### config.mk
export PLATFORM = sky130hd
export DESIGN_NAME = piano
export DESIGN_NICKNAME = d
export VERILOG_FILES = /design/src/source/piano_pkg.sv /design/src/source/dac_serializer.sv /design/src/source/note_envelope.sv /design/src/source/piano.sv /design/src/source/spi_note_receiver.sv /design/src/source/voice_mixer.sv
export VERILOG_INCLUDE_DIRS = /design/src
export SDC_FILE = /design/constraint.sdc
export NUM_CORES = 1
export LEC_CHECK = 0
export CAP_MARGIN = 20
export CORE_AREA = 2 2 169 129
export DETAILED_ROUTE_END_ITERATION = 7
export DIE_AREA = 0 0 171 131
export DONT_BUFFER_PORTS = 1
export HOLD_SLACK_MARGIN = 0.05
export PLACE_DENSITY = 0.85
export SYNTH_ARGS = -nofsm -noshare
export SYNTH_HDL_FRONTEND = slang
export SYNTH_SLANG_ARGS = --single-unit
### constraint.sdc
create_clock -name clk -period 8.8 [get_ports clk]
set_input_delay 1.32 -clock clk [delete_from_list [all_inputs] [get_ports clk]]
set_output_delay 1.32 -clock clk [all_outputs]
set_load 0.01 [all_outputs]
### src/piano_params.svh
// ***************************************************************************
// widths, sync word and timing constants of the three-voice piano tone path
// include wherever one of these values is needed
// ***************************************************************************

`ifndef PIANO_PARAMS_SVH
`define PIANO_PARAMS_SVH

`define NOTE_W            8
`define COUNT_W           2
`define FRAME_W           32
`define SYNC_WORD         32'h0000FFFF    // arms the spi receiver

`define ENV_SEGS          16
`define ENV_SEG_CYCLES    64              // clk cycles per envelope segment

`define DAC_BIT_CYCLES    8
`define DAC_FRAME_CYCLES  96              // data, load and ldac phases

`endif

### src/source/piano_pkg.sv
// ***************************************************************************
// note and frame types shared by the piano tone path and its testbench
// reference by scoped name, e.g. piano_pkg::note_t
// ***************************************************************************

`include "piano_params.svh"

package piano_pkg;

    typedef logic [`NOTE_W-1:0]  note_t;        // unsigned amplitude
    typedef logic [`COUNT_W-1:0] note_count_t;  // 0 to 3 sounding notes

    // note1 sits in the lowest byte of the received word
    typedef struct packed
    {
        logic [`FRAME_W-`COUNT_W-3*`NOTE_W-1:0] pad;
        note_count_t                            count;
        note_t                                  note3;
        note_t                                  note2;
        note_t                                  note1;
    } note_frame_t;

    // shifted in as raw bits, read back as note fields
    typedef union packed
    {
        logic [`FRAME_W-1:0] raw;
        note_frame_t         fields;
    } spi_frame_u;

endpackage

### src/source/dac_serializer.sv
// ***************************************************************************
// serial dac driver, one 8-bit sample per frame of DAC_FRAME_CYCLES clocks
// msb first on data, then a load pulse and an ldac pulse
// ***************************************************************************
`timescale 1ns/1ns
`include "piano_params.svh"

module dac_serializer
(
    input  logic             clk,
    input  logic             rst_n,
    input  piano_pkg::note_t sample,
    output logic             dclk,
    output logic             data,
    output logic             load,
    output logic             ldac
);
    localparam int DATA_CYCLES = `NOTE_W * `DAC_BIT_CYCLES;
    localparam int LOAD_START  = DATA_CYCLES + `DAC_BIT_CYCLES;
    localparam int LOAD_END    = LOAD_START + `DAC_BIT_CYCLES;
    localparam int LDAC_START  = LOAD_END + `DAC_BIT_CYCLES / 2;
    localparam int LDAC_END    = LDAC_START + `DAC_BIT_CYCLES;
    localparam int CNT_W       = $clog2(`DAC_FRAME_CYCLES);

    logic [CNT_W-1:0] frame_cnt;
    logic [CNT_W-1:0] phase;
    logic             in_data;
    logic             bit_start;
    piano_pkg::note_t sreg;

    assign phase     = CNT_W'(frame_cnt % `DAC_BIT_CYCLES);
    assign in_data   = frame_cnt < DATA_CYCLES;
    assign bit_start = phase == '0;

    always_ff @(posedge clk)
    begin
        if (!rst_n)
            frame_cnt <= '0;
        else if (frame_cnt == CNT_W'(`DAC_FRAME_CYCLES - 1))
            frame_cnt <= '0;
        else
            frame_cnt <= frame_cnt + 1'b1;
    end

    always_ff @(posedge clk)
    begin
        if (frame_cnt == '0)
            sreg <= {sample[`NOTE_W-2:0], 1'b0};   // msb goes straight to data
        else if (in_data && bit_start)
            sreg <= sreg << 1;
    end

    // pins are registered, so they trail frame_cnt by one clock
    always_ff @(posedge clk)
    begin
        if (!rst_n)
        begin
            dclk <= 1'b0;
            data <= 1'b0;
            load <= 1'b1;
            ldac <= 1'b1;
        end
        else
        begin
            dclk <= in_data && (phase < `DAC_BIT_CYCLES / 2);
            load <= !(frame_cnt >= LOAD_START && frame_cnt < LOAD_END);
            ldac <= !(frame_cnt >= LDAC_START && frame_cnt < LDAC_END);
            if (frame_cnt == '0)
                data <= sample[`NOTE_W-1];
            else if (!in_data)
                data <= 1'b0;
            else if (bit_start)
                data <= sreg[`NOTE_W-1];  // stable through the falling dclk
        end
    end

    a_strobes_apart: assert property (@(posedge clk) disable iff (!rst_n)
        load || ldac);

endmodule

### src/source/note_envelope.sv
// ***************************************************************************
// envelope of one voice, rise, peak, decay and silence in 16 gain segments
// a nonzero note starts it, a zero note clears it
// ***************************************************************************
`timescale 1ns/1ns
`include "piano_params.svh"

module note_envelope
(
    input  logic             clk,
    input  logic             rst_n,
    input  piano_pkg::note_t note,
    output piano_pkg::note_t attenuated,
    output logic             running,
    output logic             done
);
    localparam int LIMIT  = `ENV_SEGS * `ENV_SEG_CYCLES;
    localparam int CNT_W  = $clog2(LIMIT + 1);
    localparam int SEG_W  = $clog2(`ENV_SEGS) + 1;
    localparam int GAIN_W = 8;

    logic [CNT_W-1:0]          cnt;
    logic [SEG_W-1:0]          seg;
    logic [GAIN_W-1:0]         gain;
    logic [`NOTE_W+GAIN_W-1:0] product;

    assign seg     = SEG_W'(cnt / `ENV_SEG_CYCLES);
    assign product = note * gain;

    always_comb
    begin
        case (seg)
            5'd0:    gain = 8'd64;    // attack
            5'd1:    gain = 8'd128;
            5'd2:    gain = 8'd192;
            5'd3:    gain = 8'd255;   // peak
            5'd4:    gain = 8'd224;
            5'd5:    gain = 8'd208;
            5'd6:    gain = 8'd192;
            5'd7:    gain = 8'd176;
            5'd8:    gain = 8'd160;
            5'd9:    gain = 8'd144;
            5'd10:   gain = 8'd128;
            5'd11:   gain = 8'd96;
            5'd12:   gain = 8'd64;
            5'd13:   gain = 8'd48;
            5'd14:   gain = 8'd32;
            5'd15:   gain = 8'd16;
            default: gain = 8'd0;     // note has died out
        endcase
    end

    always_ff @(posedge clk)
    begin
        if (!rst_n)
        begin
            cnt     <= '0;
            running <= 1'b0;
            done    <= 1'b0;
        end
        else if (note == '0)
        begin
            cnt     <= '0;
            running <= 1'b0;
            done    <= 1'b0;
        end
        else if (cnt < LIMIT)
        begin
            cnt     <= cnt + 1'b1;
            running <= 1'b1;
            done    <= 1'b0;
        end
        else
        begin
            running <= 1'b0;      // hold at the limit
            done    <= 1'b1;
        end
    end

    always_ff @(posedge clk)
    begin
        attenuated <= piano_pkg::note_t'(product >> GAIN_W);
    end

    a_flags_exclusive: assert property (@(posedge clk) disable iff (!rst_n)
        !(running && done));
    a_done_at_limit: assert property (@(posedge clk) disable iff (!rst_n)
        done |-> cnt == CNT_W'(LIMIT));

endmodule

### src/source/piano.sv
// ***************************************************************************
// three-voice piano tone path, spi note frames in, serial dac samples out
// led shows running and done for each voice, voice 1 in the top bits
// ***************************************************************************
`timescale 1ns/1ns

module piano
(
    input  logic       clk,
    input  logic       rst_n,
    input  logic       sck,
    input  logic       sdi,
    output logic [5:0] led,
    output logic       dclk,
    output logic       data,
    output logic       load,
    output logic       ldac
);
    piano_pkg::note_t       note1, note2, note3;
    piano_pkg::note_count_t note_count;
    piano_pkg::note_t       atten1, atten2, atten3;
    piano_pkg::note_t       mix;
    logic                   running1, running2, running3;
    logic                   done1, done2, done3;

    spi_note_receiver u_rx (.clk(clk), .rst_n(rst_n), .sck(sck), .sdi(sdi),
        .note1(note1), .note2(note2), .note3(note3), .note_count(note_count));

    note_envelope voice1 (.clk(clk), .rst_n(rst_n), .note(note1),
        .attenuated(atten1), .running(running1), .done(done1));
    note_envelope voice2 (.clk(clk), .rst_n(rst_n), .note(note2),
        .attenuated(atten2), .running(running2), .done(done2));
    note_envelope voice3 (.clk(clk), .rst_n(rst_n), .note(note3),
        .attenuated(atten3), .running(running3), .done(done3));

    voice_mixer u_mix (.voice1(atten1), .voice2(atten2), .voice3(atten3),
        .note_count(note_count), .mix(mix));

    dac_serializer u_dac (.clk(clk), .rst_n(rst_n), .sample(mix),
        .dclk(dclk), .data(data), .load(load), .ldac(ldac));

    assign led = {running1, done1, running2, done2, running3, done3};

endmodule

### src/source/spi_note_receiver.sv
// ***************************************************************************
// receive-only spi link for note frames, sck and sdi sampled in the clk domain
// after the sync word every 32 bits latch three notes and the note count
// ***************************************************************************
`timescale 1ns/1ns
`include "piano_params.svh"

module spi_note_receiver
(
    input  logic                   clk,
    input  logic                   rst_n,
    input  logic                   sck,
    input  logic                   sdi,
    output piano_pkg::note_t       note1,
    output piano_pkg::note_t       note2,
    output piano_pkg::note_t       note3,
    output piano_pkg::note_count_t note_count
);
    localparam int CNT_W = $clog2(`FRAME_W);
    localparam logic [CNT_W-1:0] LAST_BIT = CNT_W'(`FRAME_W - 1);

    logic                  sck_s1, sck_s2, sck_s3;
    logic                  sdi_s1, sdi_s2;
    logic                  sck_rise;
    logic [`FRAME_W-1:0]   shifted;
    piano_pkg::spi_frame_u shift_q;
    logic                  armed;
    logic [CNT_W-1:0]      bit_cnt;
    logic                  frame_done;   // one-cycle pulse after the last bit

    assign sck_rise = sck_s2 & ~sck_s3;
    assign shifted  = {shift_q.raw[`FRAME_W-2:0], sdi_s2};

    always_ff @(posedge clk)
    begin
        if (!rst_n)
        begin
            sck_s1 <= 1'b0;
            sck_s2 <= 1'b0;
            sck_s3 <= 1'b0;
            sdi_s1 <= 1'b0;
            sdi_s2 <= 1'b0;
        end
        else
        begin
            sck_s1 <= sck;
            sck_s2 <= sck_s1;
            sck_s3 <= sck_s2;   // edge detect only
            sdi_s1 <= sdi;
            sdi_s2 <= sdi_s1;
        end
    end

    always_ff @(posedge clk)
    begin
        if (sck_rise)
            shift_q.raw <= shifted;
    end

    always_ff @(posedge clk)
    begin
        if (!rst_n)
        begin
            armed      <= 1'b0;
            bit_cnt    <= '0;
            frame_done <= 1'b0;
        end
        else
        begin
            frame_done <= 1'b0;
            if (sck_rise && !armed && shifted == `SYNC_WORD)
            begin
                armed   <= 1'b1;
                bit_cnt <= '0;  // frames line up with the sync word
            end
            else if (sck_rise && armed)
            begin
                bit_cnt    <= bit_cnt + 1'b1;
                frame_done <= (bit_cnt == LAST_BIT);
            end
        end
    end

    always_ff @(posedge clk)
    begin
        if (!rst_n)
        begin
            note1      <= '0;
            note2      <= '0;
            note3      <= '0;
            note_count <= '0;
        end
        else if (frame_done)
        begin
            note1      <= shift_q.fields.note1;
            note2      <= shift_q.fields.note2;
            note3      <= shift_q.fields.note3;
            note_count <= shift_q.fields.count;
        end
    end

    // a new count always traces back to the sck edge that shifted in the last bit
    a_count_follows_edge: assert property (@(posedge clk) disable iff (!rst_n)
        $changed(note_count) |-> $past(sck_rise, 2));

endmodule

### src/source/voice_mixer.sv
// ***************************************************************************
// sums the three shaped voices and scales the sum by the note count
// purely combinational, feeds the dac serializer
// ***************************************************************************
`timescale 1ns/1ns
`include "piano_params.svh"

module voice_mixer
(
    input  piano_pkg::note_t       voice1,
    input  piano_pkg::note_t       voice2,
    input  piano_pkg::note_t       voice3,
    input  piano_pkg::note_count_t note_count,
    output piano_pkg::note_t       mix
);
    localparam int SUM_W = `NOTE_W + 2;

    logic [SUM_W-1:0] sum;
    logic [SUM_W-1:0] third;
    logic [SUM_W-1:0] scaled;

    assign sum   = SUM_W'(voice1) + SUM_W'(voice2) + SUM_W'(voice3);
    // 1/4 + 1/16 + 1/64 + 1/256, close enough to a third
    assign third = (sum >> 2) + (sum >> 4) + (sum >> 6) + (sum >> 8);

    always_comb
    begin
        case (note_count)
            2'd1:    scaled = sum;
            2'd2:    scaled = sum >> 1;
            2'd3:    scaled = third;
            default: scaled = '0;  // nothing sounding
        endcase
    end

    assign mix = scaled[`NOTE_W-1:0];   // upper bits dropped

endmodule

==> summary.txt, run 1 <==
Critical path
  – Reg2reg end: u_dac.sreg[6]$_DFFE_PP_
  – Critical-path cell list: inv_1, fa_1, inv_1, ha_1, fa_1, a211o_1, a21oi_1, ha_1, xor2_1, fa_1, ha_1, fa_1, a21o_1, a21oi_1, xnor2_1, mux2i_1, mux2_2, o21ai_1
  – R2R depth: 18
  – CP arrival: 5.50 ns
  – Max FO, Critical Path: 5
  – Setup CP Type: flop to flop
  – WP data required: 9.09 ns
  – Startpoint types: flop
  – Setup crit end kind: flop
  – Most used cell, CP: fa_1
  – Crit-path slowest cell: fa_1
  – CP top delay family: adder cells
  – Worst R2R Setup Slack: 3.59 ns
  – Worst Path Buf+Inv: 2
  – CP peak stage delay: 0.52 ns
  – Critical path origin: voice1.attenuated[1]$_DFF_P_
  – RR Startpoint: voice1.attenuated[1]$_DFF_P_

Clock network
  – TritonCTS buffer count: 17
  – Worst-path clk slew: 0.07 ns
  – CTS max path bufs: 2
  – CTS tree: yes
  – PostCTS Resize Cnt: 0
  – Htree depth: 4
  – CTS root buffer: clkbuf_16
  – Sink Count: 165
  – Hold buffers post-CTS: 0
  – Later-pin clock latency in the skew report: 0.43 ns
  – Post-CTS setup buffer count: 0

Placed design
  – DP HPWL: 18,070 um
  – Post-place setup slack: 3.655 ns
  – GPL Wtd Cong: 0.9041
  – Buffers on Ports: 0

Run
  – Max Cap Violations: 0

GRT
  – Met3 Use GR: 3.855%
  – Initial antenna violation count: 0
  – Global routing usage on met2: 37.43%
  – Largest net degree at the start of global routing: 34
  – Met1 GRT Util: 31.69%
  – Global-route wire length before repair: 40,650 um
  – Total gr overflow: 0
  – GRT Resource Usage Total: 22.74%
  – Vias in the first global route: 8,503
  – Most Crowded Layer GR: met2

Status
  – Status: complete, no violations

STA
  – Worst slew pin tran: 0.6930 ns
  – Worst Skew: 0.01343 ns
  – Fin. Hold Viols: 0
  – Period utilisation layout: 59.20%
  – Tmin final: 5.209 ns
  – Endpoints failing setup: 0
  – Min setup slack post-route: 3.591 ns
  – Max-slew headroom: 53.80%
  – Fmax: 0.1920 GHz
  – Slew Limit Fails: 0
  – TNS Setup: 0 ns
  – RSZ-0062 raised after global routing: false

Floorplanning
  – Number of top-level pins: 14
  – Die extent in y: 131 um
  – Core area: 20,840 um^2
  – Initial Util: 60.89%
  – Row count: 46
  – Die ar.: 22,400 um^2
  – Die X: 171 um

Layout
  – Ant. Diodes: 0
  – Multi-input gate area: 8129 um^2
  – Share of cells above drive strength 1: 5.039%
  – Most frequent cells in the layout: inv_1, ha_1, dfxtp_1
  – Fillers: 1,593
  – Synthesis-to-finish area growth: 6.549%
  – Commonest non-fill, non-tap cell in the layout: inv_1
  – NumNets Final: 1,545
  – Sequential cell area: 3684 um^2

Route
  – Routed via count: 8,619
  – Drt via density: 5.462
  – Post-route DRC: 0
  – DR iter-0 viols: 726
  – Final ANT Viol Nets: 0
  – Routed WL: 23,840 um
  – Drt pass-1 iters: 5
  – Post-DR wirelength/cell: 15.11 um

Worst hold path
  – Worst Hold Class: flop to flop
  – Hold endpoint: u_rx.sck_s2$_SDFF_PN0_
  – Hold Path Stages: 1
  – Critical hold path startpoint: u_rx.sck_s1$_SDFF_PN0_

Synthesis
  – Post-synth cell types: 73
  – Netlist Area Pre-Place: 12,690 um^2
  – Yosys warning total: 0
  – Leading area contributor after synthesis: dfxtp_1
  – Post-synthesis sequential area ratio: 29.04%
  – Area share of the largest cell type after synthesis: 20.04%
  – Synth top area cells: dfxtp_1, fa_1, ha_1, edfxtp_1, inv_1
  – Synthesized flop and latch total: 165
  – Number of synthesized flops with an enable pin: 38
  – Primary FF master, synth: dfxtp_1
  – Post-synthesis average cell area: 9.842 um^2
  – Post-Syn Nets: 1,557
  – Asr flop ratio synth: 0%
  – Cells after Synth: 1,289

Power and ir drop
  – Worst IR Drop VDD: 0.09504 mV
  – P_leak: 6.779 nW
  – Pwr dens: 115.0 nW/um^2
-- metrics by stage --
step	std cells	util, %	hold WS, ns	total power, W	cell area (um^2)
after floorplan	1289	-	0.4006	0.0008305	12690
after CTS	1577	64.74	0.4396	0.001564	13490
after global placement	1545	61.96	0.4212	0.0008357	12910
after global routing	1578	64.88	0.4503	0.001599	13520
after detailed placement	1545	61.96	0.4216	0.0008375	12910
final	1578	64.88	0.4370	0.001554	13520
-- power by group --
group / leakage, nW / switching [W] / total [W] / internal [W]
sequential: 1.38 / 0.00000993 / 0.000800 / 0.000790
clock: 0.285 / 0.000354 / 0.000733 / 0.000379
combinational: 5.11 / 0.0000147 / 0.0000221 / 0.00000739
total: 6.78 / 0.000379 / 0.00155 / 0.00118
-- worst register-to-register path, cell delays in order (launching register included) --
cell	delay [ns]
dfxtp_1	0.31
inv_1	0.05
fa_1	0.52
inv_1	0.05
ha_1	0.24
fa_1	0.43
a211o_1	0.34
a21oi_1	0.39
ha_1	0.34
xor2_1	0.23
fa_1	0.47
ha_1	0.26
fa_1	0.44
a21o_1	0.18
a21oi_1	0.18
xnor2_1	0.13
mux2i_1	0.09
mux2_2	0.31
o21ai_1	0.11
-- cell usage after synthesis (all sizes together), types with 12 or more instances --
master    n
a21o     14
a21oi    21
and2     49
and3     12
clkbuf   23
dfxtp   127
edfxtp   38
fa      118
ha      146
inv     192
mux2i    38
nand2   116
nand3    17
nor2    117
nor2b    24
nor4     14
o21ai    25
xnor2    33
xor2     34
-- worst max path at each step --
stage | to | slack (ns) | depth (start not counted)
finish | u_dac.sreg[6]$_DFFE_PP_ | 3.59 | 18
CTS | u_dac.sreg[6]$_DFFE_PP_ | 3.61 | 18
floorplan | u_dac.sreg[6]$_DFFE_PP_ | 4.04 | 18
detailed placement | u_dac.sreg[6]$_DFFE_PP_ | 3.65 | 18
global placement | u_dac.sreg[6]$_DFFE_PP_ | 3.89 | 18
global route | u_dac.sreg[6]$_DFFE_PP_ | 3.34 | 18
-- cell type report --
| type | instances | share of cell area (%) |
|---|---|---|
| inverter | 192 | 5.332 |
| clock buffer | 17 | 3.147 |
| sequential | 165 | 27.25 |
| clock inverter | 15 | 1.148 |
| timing repair buffer | 3 | 0.3147 |
| multi-input combinational | 898 | 60.14 |
| tap | 288 | 2.666 |
-- per-layer routing --
layer  wire [um]  part of all wire [%]
met5           0                     0
met4         334                   1.4
met3        1145                   4.8
met2       11110                    47
met1       11250                    47
-- state kept, by name, indices dropped and copies added (netlist names), 8 cells and up, named ones only --
register	cells
voice2.cnt	11
voice1.attenuated	8
voice1.cnt	11
u_rx.note2	8
u_rx.shift_q	31
voice3.attenuated	8
u_rx.note1	8
voice3.cnt	11
voice2.attenuated	8
u_rx.note3	8
-- logic make-up (layout without fill, tap and decap cells) --
family / count (synthesis) / after routing / synth area share [%]
multiplexers: 45 / 45 / 3.708
flip-flops: 165 / 165 / 29.04
AO/OA/AOI/OAI: 127 / 127 / 7.003
AND/OR/NAND/NOR: 395 / 395 / 15.52
buffers and inverters: 226 / 227 / 6.904
XOR/XNOR: 67 / 67 / 4.803
adder cells (fa/ha/maj): 264 / 264 / 33.02
No activity file was read; power rests on OpenSTA's default activity.
==> run 2: changes to the inputs <==
CORE_AREA = 2 2 173 132   (was 2 2 169 129)
DIE_AREA = 0 0 175 134   (was 0 0 171 131)
clock period = 4.45 ns   (was 8.8 ns; I/O delays follow)
==> summary.txt, run 2 (synthesis gave the netlist of run 1 again) <==
Status
  – Status: complete, but fails checks
  – Failing checks: setup timing

Layout
  – NumNets Final: 1,632
  – Commonest non-fill, non-tap cell in the layout: inv_1
  – Synthesis-to-finish area growth: 15.72%
  – Fin area: 14,680 um^2
  – Most frequent cells in the layout: inv_1, ha_1, dfxtp_1
  – Fillers: 1,495
  – Ant. Diodes: 0
  – Largest register FFs: 31
  – Top reg by flops: u_rx.shift_q
  – Sequential cell area: 3696 um^2
  – Share of cells above drive strength 1: 17.21%
  – Multi-input gate area: 8592 um^2

Route
  – Routed via count: 9,291
  – Routed WL: 28,050 um
  – Post-route DRC: 0
  – Final ANT Viol Nets: 0
  – DR iter-0 viols: 645
  – Drt via density: 5.560
  – Post-DR wirelength/cell: 16.78 um
  – Drt pass-1 iters: 5

Placed design
  – Post-place setup slack: -0.2260 ns
  – Placed cell areas: 13,470 um^2
  – DP HPWL: 19,450 um
  – GPL Wtd Cong: 0.8974
  – Buffers on Ports: 0

GRT
  – GRT Resource Usage Total: 23.85%
  – Largest net degree at the start of global routing: 34
  – Initial antenna violation count: 0
  – Total gr overflow: 0
  – Global-route wire length before repair: 45,150 um
  – Vias in the first global route: 9,473

Power and ir drop
  – Sw frac: 23.10%
  – Sw Pwr: 0.0007260 W
  – Logic gate share of total power: 1.5%
  – P_leak: 7.291 nW
  – Worst IR Drop VDD: 0.2920 mV
  – Register share of total power: 50.3%
  – Pwr dens: 214.1 nW/um^2
  – Clock Power Share: 48.2%
  – Power, Total: 0.003142 W
  – P_int: 0.002416 W

Critical path
  – Setup crit end kind: flop
  – RR Startpoint: voice1.attenuated[1]$_DFF_P_
  – CP peak stage delay: 0.52 ns
  – Max FO, Critical Path: 4
  – CP arrival: 4.88 ns
  – Worst Path Buf+Inv: 2
  – Setup CP Type: flop to flop
  – CP top delay family: adder cells
  – R2R depth: 19
  – Worst R2R Setup Slack: -0.14 ns
  – Startpoint types: flop
  – Worst path depth: 19
  – Crit-path slowest cell: fa_1
  – Critical-path cell list: inv_2, fa_1, inv_1, ha_2, fa_2, a211o_1, a21oi_2, o21bai_2, xor2_2, xor2_1, fa_1, ha_2, fa_2, a21o_1, a21oi_2, xnor2_1, mux2i_1, mux2_4, o21ai_1
  – WP data required: 4.74 ns
  – Reg2reg end: u_dac.sreg[6]$_DFFE_PP_

Worst hold path
  – Critical hold path startpoint: sdi
  – Hold Path Stages: 1
  – Hold endpoint: u_rx.sdi_s1$_SDFF_PN0_
  – Worst Hold Class: input pin to flop

STA
  – RSZ-0062 raised after global routing: true
  – Fmax: 0.2180 GHz
  – Worst slew pin tran: 0.6418 ns
  – TNS Setup: -0.4539 ns
  – WHS: 0.3449 ns
  – Endpoints failing setup: 5
  – Worst Skew: 0.01245 ns
  – Fin. Hold Viols: 0
  – Slew Limit Fails: 0
  – Period utilisation layout: 103.1%
  – Min setup slack post-route: -0.1379 ns
  – Tmin final: 4.588 ns
  – Max-slew headroom: 56.82%

Clock network
  – Later-pin clock latency in the skew report: 0.45 ns
  – Hold buffers post-CTS: 0
  – CTS root buffer: clkbuf_16
  – Sink Count: 165
  – CTS tree: yes
  – CTS max path bufs: 2
  – Worst-path clk slew: 0.07 ns
  – Htree depth: 4
  – TritonCTS buffer count: 17

Floorplanning
  – Die X: 175 um
  – Row count: 47
  – Core area: 21,820 um^2
  – Die extent in y: 134 um
  – Initial Util: 58.15%
  – Die ar.: 23,450 um^2
  – Number of top-level pins: 14

Run
  – Max Cap Violations: 0
[run 2: changes by cell type in the layout (fill, tap and decap cells not counted), sizes merged]
| cell | change |
|---|---|
| buf | +87 |
| bufinv | +2 |
| clkinv | -1 |
| inv | -1 |
[run 2: power by group through the flow]
stage,combinational (W),clock [W],sequential (W)
after detailed placement,0.0000421,0,0.00162
after floorplan,0.0000355,0,0.00161
final,0.0000463,0.00152,0.00158
after CTS,0.0000428,0.00152,0.00158
after global routing,0.0000514,0.00159,0.00158
after global placement,0.0000404,0,0.00161
[run 2: worst max-delay path by stage]
stage | to | start | slack, ns
floorplan | u_dac.sreg[6]$_DFFE_PP_ | voice1.attenuated[1]$_DFF_P_ | -0.09
global placement | u_dac.sreg[6]$_DFFE_PP_ | voice1.attenuated[1]$_DFF_P_ | -0.09
detailed placement | u_dac.sreg[5]$_DFFE_PP_ | voice1.attenuated[1]$_DFF_P_ | -0.23
CTS | u_dac.sreg[6]$_DFFE_PP_ | voice1.attenuated[1]$_DFF_P_ | -0.13
global route | u_dac.sreg[7]$_DFFE_PP_ | voice1.attenuated[1]$_DFF_P_ | -0.37
finish | u_dac.sreg[6]$_DFFE_PP_ | voice1.attenuated[1]$_DFF_P_ | -0.14
[run 2: final cells by class]
class / count / share of cell area [%]
timing repair buffer: 90 / 4.841
multi-input combinational: 898 / 58.53
clock inverter: 15 / 1.142
sequential: 165 / 25.18
inverter: 192 / 4.909
clock buffer: 17 / 2.898
tap: 294 / 2.506
[run 2: repair_timing]
action                                  CTS  global route
resized for setup                        18            88
endpoints found under the setup margin   17            21
buffers inserted                          5            16
pin swaps                                12            31
[run 2: worst reg2reg max path: cells and delay by family (launching register included)]
kind                     cells  cell delay (ns)
adder cells (fa/ha/maj)      6             2.09
AO/OA/AOI/OAI                6             0.99
XOR/XNOR                     3             0.58
multiplexers                 2             0.37
flip-flops                   1             0.33
buffers and inverters        2             0.08
[run 2: layer usage]
| metal | vias up | routed length, um | global-route usage [%] |
|---|---|---|---|
| met5 | - | 0 | 0 |
| met4 | 0 | 610 | 7.963 |
| met3 | 67 | 1454 | 3.855 |
| met2 | 289 | 13710 | 40.16 |
| met1 | 4567 | 12270 | 31.62 |
| li1 | 4368 | - | - |
[run 2: metrics by stage]
stage,instances,util [%]
6_report,1671,67.29
5_1_grt,1671,67.29
4_1_cts,1655,64.91
3_5_place_dp,1618,61.72
3_3_place_gp,1618,61.72
2_1_floorplan,1289,-
